$ cat src/epu_pkg.sv
package epu_pkg;

    localparam int ADDR_W = 32;
    localparam int DATA_W = 32;
    localparam int STRB_W = DATA_W / 8;
    localparam int ID_W   = 4;
    localparam int LEN_W  = 8;
    localparam int BUF_AW = 8;
    localparam int CNT_W  = 8;

    typedef logic [ADDR_W-1:0] addr_t;
    typedef logic [DATA_W-1:0] data_t;
    typedef logic [STRB_W-1:0] strb_t;
    typedef logic [ID_W-1:0]   id_t;
    typedef logic [LEN_W-1:0]  len_t;
    typedef logic [1:0]        resp_t;
    typedef logic [BUF_AW-1:0] buf_addr_t;
    typedef logic [CNT_W-1:0]  cnt_t;

    localparam resp_t RESP_OKAY   = 2'b00;
    localparam resp_t RESP_SLVERR = 2'b10;

    localparam int BUF_DEPTH = 256;

    // Region bases decoded on the upper address byte
    localparam addr_t IN_BASE     = 32'h5000_0000;
    localparam addr_t OUT_BASE    = 32'h6000_0000;
    localparam addr_t WEIGHT_BASE = 32'h7000_0000;
    localparam addr_t CTRL_BASE   = 32'h8000_0000;
    localparam addr_t REGION_MASK = 32'hff00_0000;

    // Word offsets inside the control window
    localparam buf_addr_t CTRL_CFG_IDX = 8'd0;
    localparam buf_addr_t CTRL_CMD_IDX = 8'd1;

    typedef enum logic [2:0] {
        SEL_NONE,
        SEL_IN,
        SEL_OUT,
        SEL_WEIGHT,
        SEL_CTRL
    } buf_sel_t;

endpackage
$ cat src/epu_mac_engine.sv
`timescale 1ns/100ps

module epu_mac_engine import epu_pkg::*; (
    input  logic      clk,
    input  logic      rst,
    input  logic      start_i,
    input  cnt_t      n_i,
    input  cnt_t      m_i,
    input  logic      relu_i,
    output logic      busy_o,
    output logic      done_o,
    // Input buffer read
    output buf_addr_t in_addr_o,
    output logic      in_en_o,
    input  data_t     in_rdata_i,
    // Weight buffer read
    output buf_addr_t w_addr_o,
    output logic      w_en_o,
    input  data_t     w_rdata_i,
    // Output buffer write
    output logic      out_we_o,
    output buf_addr_t out_addr_o,
    output data_t     out_wdata_o
);

    typedef enum logic [1:0] {
        IDLE,
        FETCH,
        ACC,
        STORE
    } eng_state_t;

    eng_state_t state_q;

    cnt_t      n_q, m_q;
    cnt_t      i_q, row_q;
    logic      relu_q;
    buf_addr_t w_base_q;
    data_t     acc_q;
    data_t     prod;
    logic      issue;
    logic      busy_q, done_q;

    // One operand pair per cycle while indices remain
    assign issue = ((state_q == FETCH) & (n_q != '0)) | ((state_q == ACC) & (i_q != n_q));

    assign in_addr_o = i_q;
    assign w_addr_o  = w_base_q + i_q;
    assign in_en_o   = issue;
    assign w_en_o    = issue;

    // Truncated to the word width
    assign prod = in_rdata_i * w_rdata_i;

    always_ff @(posedge clk or posedge rst) begin
        if (rst) begin
            state_q  <= IDLE;
            n_q      <= '0;
            m_q      <= '0;
            relu_q   <= 1'b0;
            i_q      <= '0;
            row_q    <= '0;
            w_base_q <= '0;
            busy_q   <= 1'b0;
            done_q   <= 1'b0;
        end else begin
            case (state_q)
                IDLE: begin
                    if (start_i) begin
                        n_q      <= n_i;
                        m_q      <= m_i;
                        relu_q   <= relu_i;
                        i_q      <= '0;
                        row_q    <= '0;
                        w_base_q <= '0;
                        if (m_i == '0) begin
                            done_q <= 1'b1;
                        end else begin
                            done_q  <= 1'b0;
                            busy_q  <= 1'b1;
                            state_q <= FETCH;
                        end
                    end
                end
                FETCH: begin
                    if (n_q == '0) begin
                        state_q <= STORE;
                    end else begin
                        i_q     <= cnt_t'(1);
                        state_q <= ACC;
                    end
                end
                ACC: begin
                    // Data of the last issued pair arrives here
                    if (i_q == n_q) begin
                        state_q <= STORE;
                    end else begin
                        i_q <= i_q + cnt_t'(1);
                    end
                end
                STORE: begin
                    i_q      <= '0;
                    row_q    <= row_q + cnt_t'(1);
                    w_base_q <= w_base_q + n_q;
                    if (row_q == m_q - cnt_t'(1)) begin
                        busy_q  <= 1'b0;
                        done_q  <= 1'b1;
                        state_q <= IDLE;
                    end else begin
                        state_q <= FETCH;
                    end
                end
                default: state_q <= IDLE;
            endcase
        end
    end

    always_ff @(posedge clk) begin
        if (state_q == FETCH) begin
            acc_q <= '0;
        end else if (state_q == ACC) begin
            acc_q <= acc_q + prod;
        end
    end

    assign out_we_o    = state_q == STORE;
    assign out_addr_o  = row_q;
    assign out_wdata_o = (relu_q & acc_q[DATA_W-1]) ? '0 : acc_q;

    assign busy_o = busy_q;
    assign done_o = done_q;

endmodule

$ cat config.mk
export PLATFORM = sky130hd
export DESIGN_NAME = epu_mac_engine
export DESIGN_NICKNAME = d
export VERILOG_FILES = /design/src/epu_pkg.sv /design/src/epu_mac_engine.sv
export SDC_FILE = /design/constraint.sdc
export NUM_CORES = 1
export LEC_CHECK = 0
export ABC_CLOCK_PERIOD_IN_PS = 6700
export BUFFER_PORTS_ARGS = -buffer_cell sky130_fd_sc_hd__buf_4
export CORE_ASPECT_RATIO = 1.75
export CORE_MARGIN = 3
export CORE_UTILIZATION = 58
export CTS_BUF_LIST = sky130_fd_sc_hd__clkbuf_4 sky130_fd_sc_hd__clkbuf_8 sky130_fd_sc_hd__clkbuf_16
export DETAILED_ROUTE_END_ITERATION = 8
export HOLD_SLACK_MARGIN = 0.08
export MAX_ROUTING_LAYER = met4
export PLACE_DENSITY = 0.82
export SLEW_MARGIN = 20
export SYNTH_ARGS = -nofsm -noshare
export SYNTH_HDL_FRONTEND = slang
export SYNTH_SLANG_ARGS = --single-unit
$ cat constraint.sdc
create_clock -name clk -period 6.7 [get_ports clk]
set_clock_uncertainty 0.2 [all_clocks]
set_input_delay 0.335 -clock clk [delete_from_list [all_inputs] [get_ports clk]]
set_output_delay 0.335 -clock clk [all_outputs]
set_load 0.005 [all_outputs]
[Word level (Yosys, flattened, before mapping)]
Index checks and enable logic that the tools add are counted.
Word-level totals
  register bits: 77
  input bits: 84
  output and inout bits: 61
  logic and storage cells: 65
Operators by class
  add/subtract/negate cells: 6
  multipliers: 1
  eq/ne operators: 12
  multiplexer cells: 21
  bitwise gates (word level): 4
  reduce and logical (&&, ||, !) cells: 11
Operators by type and width (count)
  $add A32 B32 Y32: 1
  $mul A32 B32 Y32: 1
  $mux W32: 1
  $pmux W8 S2: 2
  $pmux W8 S4: 1
  $mux W8: 3
  $add A8 B1 Y8 const B: 2
  $add A8 B8 Y8: 2
  $eq A8 B8 Y1: 2
  $logic_not A8 Y1: 2
  $reduce_and A3 Y1: 3
  $mux W1: 8
  $ne A2 B2 Y1 const B: 4
  $ne A8 B8 Y1: 1
  $pmux W2 S4: 1
  $reduce_bool A8 Y1: 1
  $sub A8 B1 Y8 const B: 1
  $mux W2: 3
  $eq A2 B2 Y1 const B: 2
  $ne A2 B1 Y1 const B: 2
  $pmux W1 S2: 2
  $reduce_and A2 Y1: 2
  $reduce_and A4 Y1: 1
  $and A1 B1 Y1: 3
  4 further kinds: 4

[Depth between registers and ports, before layout]
  depth after elaboration: 4
  mapped depth: 28
  gate-level depth less buffers: 26

[Worst setup path after synthesis]
Ideal clock, no wire load.
  path kind: input to register
  from: input port in_rdata_i[13]
  to: register acc_q[31]
  setup time: 0.088 ns
  arrival: 6.971 ns
  data required time: 6.412 ns
  setup slack: -0.560 ns
  cell stages on the path: 25
  cells stage by stage: clkbuf_1 clkbuf_1 nand2_1 fa_1 fa_1 fa_1 inv_1 fa_1 inv_1 fa_1 inv_1 fa_1 fa_1 inv_1 fa_1 inv_1 ha_1 nand2_1 nor3_1 and3b_1 nor3_1 a21oi_1 nor3_1 or4_1 a311oi_2
Between the ends
  longest elaborated chain between the ends: 2
Ends and longest elaborated chain
  from (decl): RTL line epu_mac_engine.sv:15  | input data_t in_rdata_i,
  $mul A32 B32 Y32: RTL line epu_mac_engine.sv:53  | assign prod = in_rdata_i * w_rdata_i;
  $add A32 B32 Y32: RTL line epu_mac_engine.sv:122  | acc_q <= acc_q + prod;
  to (signal assigned): RTL line epu_mac_engine.sv:122
  to (decl): RTL line epu_mac_engine.sv:39  | data_t acc_q;
Every way passes these cells.
A chain may end at the register's enable or synchronous reset.

[Worst setup path after layout]
  from: input port w_rdata_i[4]
  to: register acc_q[31]
Between the ends
  longest elaborated chain between the ends: 2
Ends and longest elaborated chain
  from (decl): RTL line epu_mac_engine.sv:19  | input data_t w_rdata_i,
  $mul A32 B32 Y32: RTL line epu_mac_engine.sv:53
  $add A32 B32 Y32: RTL line epu_mac_engine.sv:122
Every way passes these cells.

==> impl_metrics.json <==
{
  "status": "finished with violations",
  "violations": "setup timing",
  "root_buffer": "clkbuf_16",
  "cts_tree": "yes",
  "drive_gt1_share_pct": 20.1,
  "drcViolationCount": 0,
  "initial_core_util_pct": 59.0,
  "drtIter0Drc": 858,
  "grt_pass1_wl_mm": 99.7,
  "avgRoutedWirePerCell_um": 19.8,
  "syn_area_mm2": 0.0209,
  "fp.dieH_um": 257,
  "detail-route-antenna-nets": 0,
  "syn_nets": 2984,
  "placeableCoreArea_mm2": 0.0354,
  "clockBufferDepth": 2,
  "synth_simple_gate_area_share_pct": 17.8,
  "critPathRequiredTime_ns": 6.78,
  "synthMuxAreaShare_pct": 1.88,
  "synth_cells": 2314,
  "synth_area_leaders": "fa_1, and2_1, inv_1",
  "cts_sinks": 77,
  "drv_cap": 0,
  "synth_warnings": 0,
  "r2r_slack_ns": -0.08,
  "final_cells": 3063,
  "final_common_cell": "inv_1",
  "setup-violations-final": 3,
  "htree_levels": 3,
  "place_ws_ns": -0.595,
  "setup_ws_ns": -0.0806,
  "row_count": 91,
  "via_per_inst": 5.49,
  "crit_path_end_kind": "flop",
  "worstHoldPathType": "in -> reg",
  "synth_top_area_share_pct": 42.2,
  "numCtsBuffers": 9,
  "drt-met1-wl_mm": 20.7,
  "criticalPathCategory": "in -> reg",
  "fp.dieArea_mm2": 0.0384,
  "grt_remaining_overflow": 0,
  "avgSynthCellArea_um2": 9.03,
  "yosysSeqAreaShare_pct": 8.45,
  "ioPinCount": 145,
  "max_freq_ghz": 0.147,
  "synth_xor_area_share_pct": 4.83,
  "num_vias": 16828,
  "timing.final.crit_share_pct": 101,
  "arrival_ns": 6.86,
  "wl_met2_mm": 33.0,
  "antenna_found_initial": 1,
  "synthArstFlopShare_pct": 58.4,
  "period_needed_ns": 6.78,
  "relSlewSlack_pct": 34.4,
  "areaGrowthSynthToFinish_pct": 19.8,
  "place_hpwl_mm": 51.5,
  "synth_flop_cell": "dfrtp_1",
  "synth_seq_cells": 77,
  "synth_edf_count": 0,
  "diodes": 0,
  "startpoint_type": "primary input",
  "grt_use_total_pct": 34.0,
  "routed.top_layer": "met4",
  "wl_met3_mm": 3.38,
  "cp_max_fo": 7,
  "slew_violations": 0,
  "synth_top_family_by_area": "adder cells",
  "clock_latency_ns": 0.36,
  "hold_viol": 0,
  "grt_pass1_vias": 19684,
  "grt_max_degree": 46,
  "finalWirelength_mm": 60.7,
  "yosysTopAreaCell": "fa_1",
  "path_clk_slew_ns": 0.07,
  "tightest_slew_ns": 0.977,
  "place_inst": 3019,
  "synth_compound_area_share_pct": 5.13,
  "final_cell_mix": "inv_1, fa_1, buf_4",
  "drt-pass1-iter-count": 7,
  "die_w_um": 149,
  "rsz0062_at_grt": "true",
  "synth_fa_ha_area_share_pct": 50.9,
  "gp_congestion": 0.971,
  "yosysUniqueCellTypes": 60,
  "io_buffers": 144,
  "fin_nets": 3263
}
## area by class of cell
class / instances / area (µm²)
Timing Repair Buffer: 371 / 3040
Multi-Input combinational cell: 1629 / 17400
Inverter: 505 / 1900
Clock buffer: 10 / 233
Sequential cell: 77 / 1770
Fill cell: 2534 / 10400
Clock inverter: 6 / 95.1
Tap cell: 465 / 582
## metal layers
layer / global-route usage, % / vias up
li1: - / 7412
met1: 36.6 / 8502
met2: 61.5 / 688
met3: 4.09 / 226
met4: 16.2 / 0
met5: - / -
## synth_stat cells (5+ instances only)
master / count
nor2_1: 54
o31ai_1: 5
mux2i_1: 19
nand3_1: 16
and3_1: 8
mux2_2: 18
xor2_1: 29
nor2b_1: 7
a21o_1: 11
inv_1: 505
nand4_1: 9
and2_1: 324
nor3_1: 10
dfrtp_1: 45
ha_1: 146
a31oi_1: 6
a21boi_0: 5
o21bai_1: 7
o21a_1: 7
o21ai_0: 40
a211oi_1: 8
xnor2_1: 80
nand2_1: 255
dfxtp_1: 32
a21oi_1: 63
nand2b_1: 14
fa_1: 440
clkbuf_1: 96
## stage by stage
stage | util [%] | hold slack, ns | cell area [µm²] | setup TNS [ns]
after floorplan | - | 0.246 | 21200 | -0.238
after global placement | 67.6 | 0.256 | 23900 | -3.95
after detailed placement | 67.6 | 0.266 | 23900 | -4.60
after CTS | 69.6 | 0.192 | 24600 | -0.111
after global routing | 70.7 | 0.235 | 25000 | -1.13
final | 70.7 | 0.208 | 25000 | -0.0897
## worst paths after layout
path                                                  end                    from  depth (start not counted)
worst min register to register     acc_q[29]$_SDFFE_PP0P_  acc_q[29]$_SDFFE_PP0P_                          2
min in group asynchronous       out_addr_o[6]$_DFFE_PP0P_                     rst                          4
max in group asynchronous         w_base_q[6]$_DFFE_PP0P_                     rst                          4
worst min-delay path               state_q[0]$_DFFE_PP0P_                 start_i                          5
worst max register to register     acc_q[31]$_SDFFE_PP0P_  acc_q[21]$_SDFFE_PP0P_                         23
worst max-delay path               acc_q[31]$_SDFFE_PP0P_            w_rdata_i[4]                         26
## logic make-up after synthesis
kind of cell	Yosys count
xor gates and xnor gates	112
adders and majority gates	586
buffers and inverters	608
DFF	77
muxes	37
and+or+nand+nor	719
AOI/OAI and AO/OA	175
## critical path: stages
cell	delay, ns
buf_6	0.11
buf_12	0.13
and2_4	0.13
fa_1	0.50
inv_2	0.04
fa_1	0.52
inv_1	0.05
fa_1	0.49
inv_2	0.04
fa_2	0.55
inv_1	0.06
fa_1	0.54
fa_2	0.45
fa_1	0.50
inv_1	0.05
fa_1	0.50
inv_2	0.05
ha_4	0.28
nand2_4	0.06
nor3_4	0.20
and3b_1	0.21
nor3_2	0.07
a21oi_2	0.24
nor3_2	0.07
or4_4	0.42
a311oi_2	0.26
## sequential cells by signal, summed over array words and instances (netlist names)
register	cells
busy_o	1
done_o	1
acc_q	32
in_addr_o	8
w_base_q	8
n_q	8
m_q	8
relu_q	1
out_addr_o	8
state_q	2
## what timing repair did
item / CTS / global route
hold endpoints to repair: 62 / 0
resized for setup: 47 / 91
setup buffers: 6 / 4
hold buffers: 18 / 0
endpoints found under the setup margin: 9 / 11
pin swaps: 49 / 53
Power is not shown: default switching activity piles up to over one toggle a cycle in this logic, so the estimate is an artifact.
