===== src/epu_pkg.sv =====
package epu_pkg;

    localparam int ADDR_W = 32;
    localparam int DATA_W = 32;
    localparam int STRB_W = DATA_W / 8;
    localparam int ID_W   = 4;
    localparam int LEN_W  = 8;
    localparam int BUF_AW = 8;
    localparam int CNT_W  = 8;

    typedef logic [ADDR_W-1:0] addr_t;
    typedef logic [DATA_W-1:0] data_t;
    typedef logic [STRB_W-1:0] strb_t;
    typedef logic [ID_W-1:0]   id_t;
    typedef logic [LEN_W-1:0]  len_t;
    typedef logic [1:0]        resp_t;
    typedef logic [BUF_AW-1:0] buf_addr_t;
    typedef logic [CNT_W-1:0]  cnt_t;

    localparam resp_t RESP_OKAY   = 2'b00;
    localparam resp_t RESP_SLVERR = 2'b10;

    localparam int BUF_DEPTH = 256;

    // Region bases decoded on the upper address byte
    localparam addr_t IN_BASE     = 32'h5000_0000;
    localparam addr_t OUT_BASE    = 32'h6000_0000;
    localparam addr_t WEIGHT_BASE = 32'h7000_0000;
    localparam addr_t CTRL_BASE   = 32'h8000_0000;
    localparam addr_t REGION_MASK = 32'hff00_0000;

    // Word offsets inside the control window
    localparam buf_addr_t CTRL_CFG_IDX = 8'd0;
    localparam buf_addr_t CTRL_CMD_IDX = 8'd1;

    typedef enum logic [2:0] {
        SEL_NONE,
        SEL_IN,
        SEL_OUT,
        SEL_WEIGHT,
        SEL_CTRL
    } buf_sel_t;

endpackage

===== src/epu_axi_slave.sv =====
`timescale 1ns/100ps

module epu_axi_slave import epu_pkg::*; (
    input  logic      clk,
    input  logic      rst,
    // Write address
    input  logic      awvalid_i,
    output logic      awready_o,
    input  addr_t     awaddr_i,
    input  id_t       awid_i,
    input  len_t      awlen_i,
    // Write data
    input  logic      wvalid_i,
    output logic      wready_o,
    input  data_t     wdata_i,
    input  strb_t     wstrb_i,
    input  logic      wlast_i,
    // Write response
    output logic      bvalid_o,
    input  logic      bready_i,
    output id_t       bid_o,
    output resp_t     bresp_o,
    // Read address
    input  logic      arvalid_i,
    output logic      arready_o,
    input  addr_t     araddr_i,
    input  id_t       arid_i,
    input  len_t      arlen_i,
    // Read data
    output logic      rvalid_o,
    input  logic      rready_i,
    output data_t     rdata_o,
    output id_t       rid_o,
    output resp_t     rresp_o,
    output logic      rlast_o,
    // Buffer bus ports
    output logic      ram_we_o,
    output strb_t     ram_strb_o,
    output buf_addr_t ram_addr_o,
    output data_t     ram_wdata_o,
    output logic      in_en_o,
    output logic      weight_en_o,
    output logic      out_en_o,
    input  data_t     in_rdata_i,
    input  data_t     weight_rdata_i,
    input  data_t     out_rdata_i,
    // Engine control
    output logic      start_o,
    output cnt_t      n_o,
    output cnt_t      m_o,
    output logic      relu_o,
    input  logic      busy_i,
    input  logic      done_i
);

    typedef enum logic [1:0] {
        IDLE,
        W_CH,
        B_CH,
        R_CH
    } slv_state_t;

    slv_state_t state_q, state_d;

    logic      awhns, whns, bhns, arhns, rhns;
    logic      active_q;
    logic      r_data_q;
    addr_t     addr_q;
    id_t       id_q;
    len_t      len_q;
    len_t      cnt_q;
    buf_sel_t  sel_q;
    buf_addr_t word_idx;
    logic      ram_en;
    logic      ctrl_wr;
    data_t     ctrl_rdata_q;
    cnt_t      n_q, m_q;
    logic      relu_q, start_q;

    function automatic buf_sel_t decode(addr_t addr);
        case (addr & REGION_MASK)
            IN_BASE:     decode = SEL_IN;
            OUT_BASE:    decode = SEL_OUT;
            WEIGHT_BASE: decode = SEL_WEIGHT;
            CTRL_BASE:   decode = SEL_CTRL;
            default:     decode = SEL_NONE;
        endcase
    endfunction

    assign awhns = awvalid_i & awready_o;
    assign whns  = wvalid_i & wready_o;
    assign bhns  = bvalid_o & bready_i;
    assign arhns = arvalid_i & arready_o;
    assign rhns  = rvalid_o & rready_i;

    // Write address takes priority over read address
    assign awready_o = active_q & (state_q == IDLE);
    assign arready_o = active_q & (state_q == IDLE) & ~awvalid_i;
    assign wready_o  = state_q == W_CH;
    assign bvalid_o  = state_q == B_CH;
    assign rvalid_o  = (state_q == R_CH) & r_data_q;
    assign rlast_o   = rvalid_o & (cnt_q == len_q);
    assign bid_o     = id_q;
    assign rid_o     = id_q;
    assign bresp_o   = (sel_q == SEL_NONE) ? RESP_SLVERR : RESP_OKAY;
    assign rresp_o   = (sel_q == SEL_NONE) ? RESP_SLVERR : RESP_OKAY;

    always_ff @(posedge clk or posedge rst) begin
        if (rst) begin
            active_q <= 1'b0;
            state_q  <= IDLE;
        end else begin
            active_q <= 1'b1;
            state_q  <= state_d;
        end
    end

    always_comb begin
        state_d = state_q;
        case (state_q)
            IDLE: begin
                if (awhns) begin
                    state_d = W_CH;
                end else if (arhns) begin
                    state_d = R_CH;
                end
            end
            W_CH:    state_d = (whns & wlast_i) ? B_CH : W_CH;
            B_CH:    state_d = bhns ? IDLE : B_CH;
            R_CH:    state_d = (rhns & rlast_o) ? IDLE : R_CH;
            default: state_d = IDLE;
        endcase
    end

    // Capture the request and step one word per beat
    always_ff @(posedge clk or posedge rst) begin
        if (rst) begin
            addr_q <= '0;
            id_q   <= '0;
            len_q  <= '0;
            cnt_q  <= '0;
            sel_q  <= SEL_NONE;
        end else if (awhns) begin
            addr_q <= awaddr_i;
            id_q   <= awid_i;
            len_q  <= awlen_i;
            cnt_q  <= '0;
            sel_q  <= decode(awaddr_i);
        end else if (arhns) begin
            addr_q <= araddr_i;
            id_q   <= arid_i;
            len_q  <= arlen_i;
            cnt_q  <= '0;
            sel_q  <= decode(araddr_i);
        end else if (whns | rhns) begin
            addr_q <= addr_q + addr_t'(4);
            cnt_q  <= cnt_q + len_t'(1);
        end
    end

    // Read beat alternates address cycle and data cycle
    always_ff @(posedge clk or posedge rst) begin
        if (rst) begin
            r_data_q <= 1'b0;
        end else if (state_q == R_CH) begin
            r_data_q <= r_data_q ? ~rhns : 1'b1;
        end else begin
            r_data_q <= 1'b0;
        end
    end

    assign word_idx    = addr_q[BUF_AW+1:2];
    assign ram_en      = whns | ((state_q == R_CH) & ~r_data_q);
    assign ram_we_o    = state_q == W_CH;
    assign ram_strb_o  = wstrb_i;
    assign ram_addr_o  = word_idx;
    assign ram_wdata_o = wdata_i;
    assign in_en_o     = ram_en & (sel_q == SEL_IN);
    assign weight_en_o = ram_en & (sel_q == SEL_WEIGHT);
    assign out_en_o    = ram_en & (sel_q == SEL_OUT);

    always_comb begin
        case (sel_q)
            SEL_IN:     rdata_o = in_rdata_i;
            SEL_OUT:    rdata_o = out_rdata_i;
            SEL_WEIGHT: rdata_o = weight_rdata_i;
            SEL_CTRL:   rdata_o = ctrl_rdata_q;
            default:    rdata_o = '0;
        endcase
    end

    // Control window is frozen while the engine runs
    assign ctrl_wr = whns & (sel_q == SEL_CTRL) & ~busy_i;

    always_ff @(posedge clk or posedge rst) begin
        if (rst) begin
            n_q     <= '0;
            m_q     <= '0;
            relu_q  <= 1'b0;
            start_q <= 1'b0;
        end else begin
            start_q <= 1'b0;
            if (ctrl_wr) begin
                if (word_idx == CTRL_CFG_IDX) begin
                    n_q    <= wdata_i[7:0];
                    m_q    <= wdata_i[15:8];
                    relu_q <= wdata_i[16];
                end else if (word_idx == CTRL_CMD_IDX) begin
                    start_q <= wdata_i[0];
                end
            end
        end
    end

    // Sampled in the address cycle like a RAM read
    always_ff @(posedge clk) begin
        if ((state_q == R_CH) & ~r_data_q) begin
            case (word_idx)
                CTRL_CFG_IDX: ctrl_rdata_q <= {15'd0, relu_q, m_q, n_q};
                CTRL_CMD_IDX: ctrl_rdata_q <= {30'd0, done_i, busy_i};
                default:      ctrl_rdata_q <= '0;
            endcase
        end
    end

    assign start_o = start_q;
    assign n_o     = n_q;
    assign m_o     = m_q;
    assign relu_o  = relu_q;

endmodule


===== config.mk =====
export PLATFORM = sky130hd
export DESIGN_NAME = epu_axi_slave
export DESIGN_NICKNAME = d
export VERILOG_FILES = /design/src/epu_pkg.sv /design/src/epu_axi_slave.sv
export SDC_FILE = /design/constraint.sdc
export NUM_CORES = 1
export LEC_CHECK = 0
export BUFFER_PORTS_ARGS = -buffer_cell sky130_fd_sc_hd__buf_2
export CORE_ASPECT_RATIO = 0.75
export CORE_MARGIN = 5
export CORE_UTILIZATION = 30
export CTS_CLUSTER_SIZE = 10
export DETAILED_ROUTE_END_ITERATION = 10
export PLACE_DENSITY = 0.65
export SKIP_LAST_GASP = 1
export SYNTH_ARGS = -nofsm -noshare
export SYNTH_HDL_FRONTEND = slang
export SYNTH_SLANG_ARGS = --single-unit

===== constraint.sdc =====
create_clock -name clk -period 6.1 [get_ports clk]
set_input_delay 1.22 -clock clk [delete_from_list [all_inputs] [get_ports clk]]
set_output_delay 1.22 -clock clk [all_outputs]
set_load 0.1 [all_outputs]

# Word-level counts from Yosys, hierarchy flattened
# Index checks and enable logic that the tools add are counted.
[classes]
muxes = 28
eq_ne = 18
n_reduce_logical = 6
bitwise = 23
add_sub_neg = 2
[ops]
columns = ["operator", "n"]
rows = [
  ["$pmux W32 S4", 1],
  ["$mux W32", 3],
  ["$eq A8 B7 Y1 const B", 6],
  ["$mux W8", 5],
  ["$pmux W17 S2", 1],
  ["$add A32 B3 Y32 const B", 1],
  ["$pmux W3 S4", 2],
  ["$and A1 B1 Y1", 17],
  ["$eq A8 B8 Y1 const B", 2],
  ["$mux W2", 6],
  ["$add A8 B1 Y8 const B", 1],
  ["$eq A8 B1 Y1 const B", 1],
  ["$eq A8 B8 Y1", 1],
  ["$logic_not A8 Y1", 1],
  ["$mux W4", 2],
  ["$pmux W2 S4", 1],
  ["$eq A3 B2 Y1 const B", 2],
  ["$mux W3", 2],
  ["$mux W1", 5],
  ["$eq A2 B2 Y1 const B", 2],
  ["$not A1 Y1", 4],
  ["$eq A3 B1 Y1 const B", 1],
  ["$eq A3 B3 Y1 const B", 1],
  ["$logic_not A3 Y1", 1],
  ["7 further kinds", 8],
]
[word_totals]
register_bits = 109
word_cells = 90
inputBits = 230

# Longest topological paths before layout
[logic_depth]
depth_word = 7
depth_mapped = 8
depth_no_buf = 5

# Worst setup path before layout
# OpenSTA, ideal clock, no wires.
[synth_path]
path_type = "register to output"
start = "register state_q[0]"
end = "output rlast_o"
t_required_ps = 4880
arrival_ps = 3609
stages_incl_launch_ff = 4
path_buffers = 1
path_slack_ps = 1271
cell_sequence = "dfrtp_1 -> buf_2 -> and3_1 -> nor3b_1"
[synth_between]
elab_chain_cells = 3
[synth_lines]
columns = ["item", "line_no", "source"]
rows = [
  ["start: declaration", "epu_axi_slave.sv:63", "slv_state_t state_q, state_d;"],
  ["start signal: assignment", "epu_axi_slave.sv:114", "state_q <= state_d;"],
  ["$eq A2 B2 Y1", "epu_axi_slave.sv:101", "assign rvalid_o = (state_q == R_CH) & r_data_q;"],
  ["$and A1 B1 Y1", "epu_axi_slave.sv:101", ""],
  ["via rvalid_o", "epu_axi_slave.sv:30", "output logic rvalid_o,"],
  ["$and A1 B1 Y1", "epu_axi_slave.sv:102", "assign rlast_o = rvalid_o & (cnt_q == len_q);"],
  ["end: declaration", "epu_axi_slave.sv:35", "output logic rlast_o,"],
]
# The timed path passes the listed nets, and every way through them passes these cells.

# Worst setup path in the final report
[layout_path]
start = "register sel_q[0]"
end = "output rdata_o[0]"
[layout_between]
elab_chain_cells = 2
[layout_lines]
columns = ["item", "line_no", "source"]
rows = [
  ["start: declaration", "epu_axi_slave.sv:72", "buf_sel_t sel_q;"],
  ["start signal: assignment", "epu_axi_slave.sv:148", "sel_q <= decode(awaddr_i);"],
  ["start signal: assignment", "epu_axi_slave.sv:154", "sel_q <= decode(araddr_i);"],
  ["$eq A3 B3 Y1, or another cell as far along", "epu_axi_slave.sv:183", "case (sel_q)"],
  ["$pmux W32 S4 (*)", "epu_axi_slave.sv:183", ""],
  ["end: declaration", "epu_axi_slave.sv:32", "output data_t rdata_o,"],
]
# Mark *: on every way between the ends. The rest lies on a longest branch, timed or not.

==> results_dict.tcl <==
set metrics [dict create \
    endpoint_kind "output port" \
    max_slew_margin_pct 21.0 \
    cpMaxStageDelayCell "nor3b_2" \
    p_per_area_nw_per_um2 628 \
    cts-hold-fix-buffers 0 \
    worstPathCellList "nor3b_2 > a22oi_1 > nand2_1 > buf_2" \
    nNetsFinal 928 \
    slew_violations 0 \
    hold_viol_final 0 \
    die_y_um 117 \
    clkSinkCount 70 \
    vias_per_cell 4.86 \
    worst-path-max-fanout 22 \
    core_um2 15100 \
    cts_tree "done" \
    skew_ps 5.55 \
    antenna_left 0 \
    path_buf_inv 1 \
    outcome "finished, final reports clean" \
    clk_pin_slew_worst_paths_ps 60 \
    clockRootBuffer "clkbuf_16" \
    setup_viol 0 \
    synth_cell_types 64 \
    crit_type "register to output port" \
    fin_crit_ps 4170 \
    drtIter0Drc 180 \
    final_layout_size_suffix_gt1_share_pct 49.2 \
    gp_congestion 0.896 \
    start_util_pct 30.4 \
    power.leakage_nw 3.06 \
    dp_worst_setup_slack_ps 2310 \
    syn_area_per_cell_um2 9.62 \
    synthCells 478 \
    synth_area_um2 4600 \
    cts.path.max_buffers 2 \
    grt_pass1_wl_um 23300 \
    post-dp-hpwl_um 12300 \
    grt_use_total_pct 16.2 \
    routed_wirelength_um 15200 \
    ys_warn_count 0 \
    required_ps 4880 \
    async_flop_share_pct 75.7 \
    grt_antenna_before_repair 0 \
    numPortBuffers 273 \
    min_path_type "register to register" \
    dieArea_um2 17900 \
    arrival_ps 2950 \
    finalCritPeriodShare_pct 68.4 \
    worstMarginPinSlew_ps 1180 \
    area_growth_pct 32.1 \
    numCtsBuffers 9 \
    cpLargestDelayFamily "simple AND/OR/NAND/NOR gates" \
    setup_tns_ps 0 \
    first_global_vias 4263 \
    slowest_delay_ps 1050 \
    ctsResizeCount 0 \
    dr_total_vias 4396 \
    fillers 1567 \
    synth_seq_cells 70 \
    rsz0062_at_grt "false" \
    setup_ws_ps 1930 \
    maxCapViolations 0 \
    ir_worst_vdd_uv 458 \
    dr.pass1.iters 4 \
    num_antenna_cells 0 \
    cp-start-kind "register" \
    ios 346 \
    yosysSeqAreaShare_pct 39.9 \
    fp-row-count 39 \
    drc_errors 0 \
    clock_latency_ps 330 \
    synth-edff-count 17 \
    wire_per_inst_um 16.8 \
    post_cts_buffers 0 \
    grt_overflow 0 \
    h-tree-depth 3 \
    die_x_um 153 \
    fmax_mhz 240 \
    grt_max_degree 54 \
    ys.flop_type "dfrtp_1" \
]
==> metrics by stage <==
stage               util [%]  std cells  instance area [um^2]  hold slack, ps  total power, W
floorplan                  -        479                  4600             505         0.00296
CTS                     40.1        904                  6070             524         0.00384
global placement        38.1        888                  5770             504         0.00329
detailed placement      38.1        888                  5770             509         0.00330
global route            40.1        904                  6070             543         0.00400
finish                  40.1        904                  6070             525         0.00382
==> area by class of cell <==
class,count,area (um^2),share of cell area [%]
tap,205,256,4.22
sequential,70,1840,30.2
multi-input combinational,327,2250,37.0
clock buffer,9,225,3.71
inverter,10,37.5,0.618
timing repair buffer,276,1390,22.9
clock inverter,7,78.8,1.30
==> path summary, 6_finish.rpt <==
path / cells past startpoint / startpoint / end / slack [ps]
setup / recovery: 4 / sel_q[0] / rdata_o[0] / 1930
hold / removal: 1 / m_o[7] / m_o[7] / 520
setup reg to reg: 3 / sel_q[2] / n_o[7] / 3440
hold reg to reg: 1 / m_o[7] / m_o[7] / 520
max in group asynchronous: 3 / rst / len_q[4] / 4550
min in group asynchronous: 3 / rst / start_o / 1090
==> layer usage <==
layer	vias to the layer above	track usage, %	routed length, um
met5	-	0	0
met4	0	3.20	114
met3	9	4.67	1090
met2	183	27.5	7280
met1	2085	21.1	6740
li1	2119	-	-
==> placed cells by master (no fill, tap or decap), types with 4 or more instances in the layout <==
| cell type | n |
|---|---|
| o21ai_0 | 9 |
| nand2_1 | 48 |
| buf_2 | 273 |
| a21oi_1 | 8 |
| a22oi_1 | 54 |
| and2_1 | 11 |
| ha_1 | 4 |
| mux2_2 | 24 |
| inv_1 | 8 |
| nand3_1 | 10 |
| nor3_1 | 6 |
| nor2b_1 | 6 |
| dfrtp_1 | 53 |
| a31oi_1 | 15 |
| nor2_1 | 44 |
| mux2_4 | 10 |
| clkbuf_16 | 9 |
| xnor2_1 | 14 |
| edfxtp_1 | 17 |
| o22ai_1 | 4 |
| and2_2 | 4 |
==> cells in the mapped netlist, drive strengths merged (2+ instances only) <==
master / number / area (um^2)
buf: 58 / 428
a22oi: 54 / 405
dfrtp: 53 / 1330
nand2: 48 / 180
nor2: 46 / 175
mux2: 34 / 420
edfxtp: 17 / 510
a31oi: 15 / 93.8
and2: 15 / 98.9
clkbuf: 14 / 52.6
xnor2: 14 / 123
inv: 10 / 37.5
nand3: 10 / 50.1
o21ai: 9 / 45.0
a21oi: 8 / 40.0
nor2b: 6 / 37.5
nor3: 6 / 30.0
and3: 5 / 37.5
nor3b: 5 / 58.8
ha: 4 / 50.1
nand4: 4 / 31.3
o22ai: 4 / 25.0
a22o: 3 / 26.3
mux2i: 3 / 30.0
nand4b: 3 / 26.3
nor4: 3 / 25.0
and3b: 2 / 17.5
conb: 2 / 7.51
nor4b: 2 / 17.5
o211ai: 2 / 20.0
o31ai: 2 / 15.0
==> power breakdown <==
| group | total, W | switching (W) | internal, W |
|---|---|---|---|
| clock | 0.000536 | 0.000214 | 0.000322 |
| sequential | 0.000770 | 0.000165 | 0.000605 |
| combinational | 0.00251 | 0.00203 | 0.000482 |
==> registers in the layout (all words and copies together), names as in the netlist <==
| signal | flops |
|---|---|
| cnt_q | 8 |
| start_o | 1 |
| len_q | 8 |
| relu_o | 1 |
| r_data_q | 1 |
| active_q | 1 |
| ctrl_rdata_q | 17 |
| bid_o | 4 |
| sel_q | 3 |
| m_o | 8 |
| state_q | 2 |
| n_o | 8 |
| addr_q | 8 |
==> logic make-up (layout without fill, tap and decap cells) <==
| group | after synthesis | count (layout) | synth area share, % |
|---|---|---|---|
| XOR/XNOR | 15 | 15 | 2.86 |
| flip-flops | 70 | 70 | 39.9 |
| other | 2 | 3 | 0.163 |
| adder cells (fa/ha/maj) | 4 | 4 | 1.09 |
| buffers and inverters | 82 | 302 | 11.3 |
| AND/OR/NAND/NOR | 162 | 162 | 18.4 |
| multiplexers | 37 | 37 | 9.80 |
| AO/OA/AOI/OAI | 106 | 106 | 16.4 |
No activity file was read; power rests on OpenSTA's default activity.
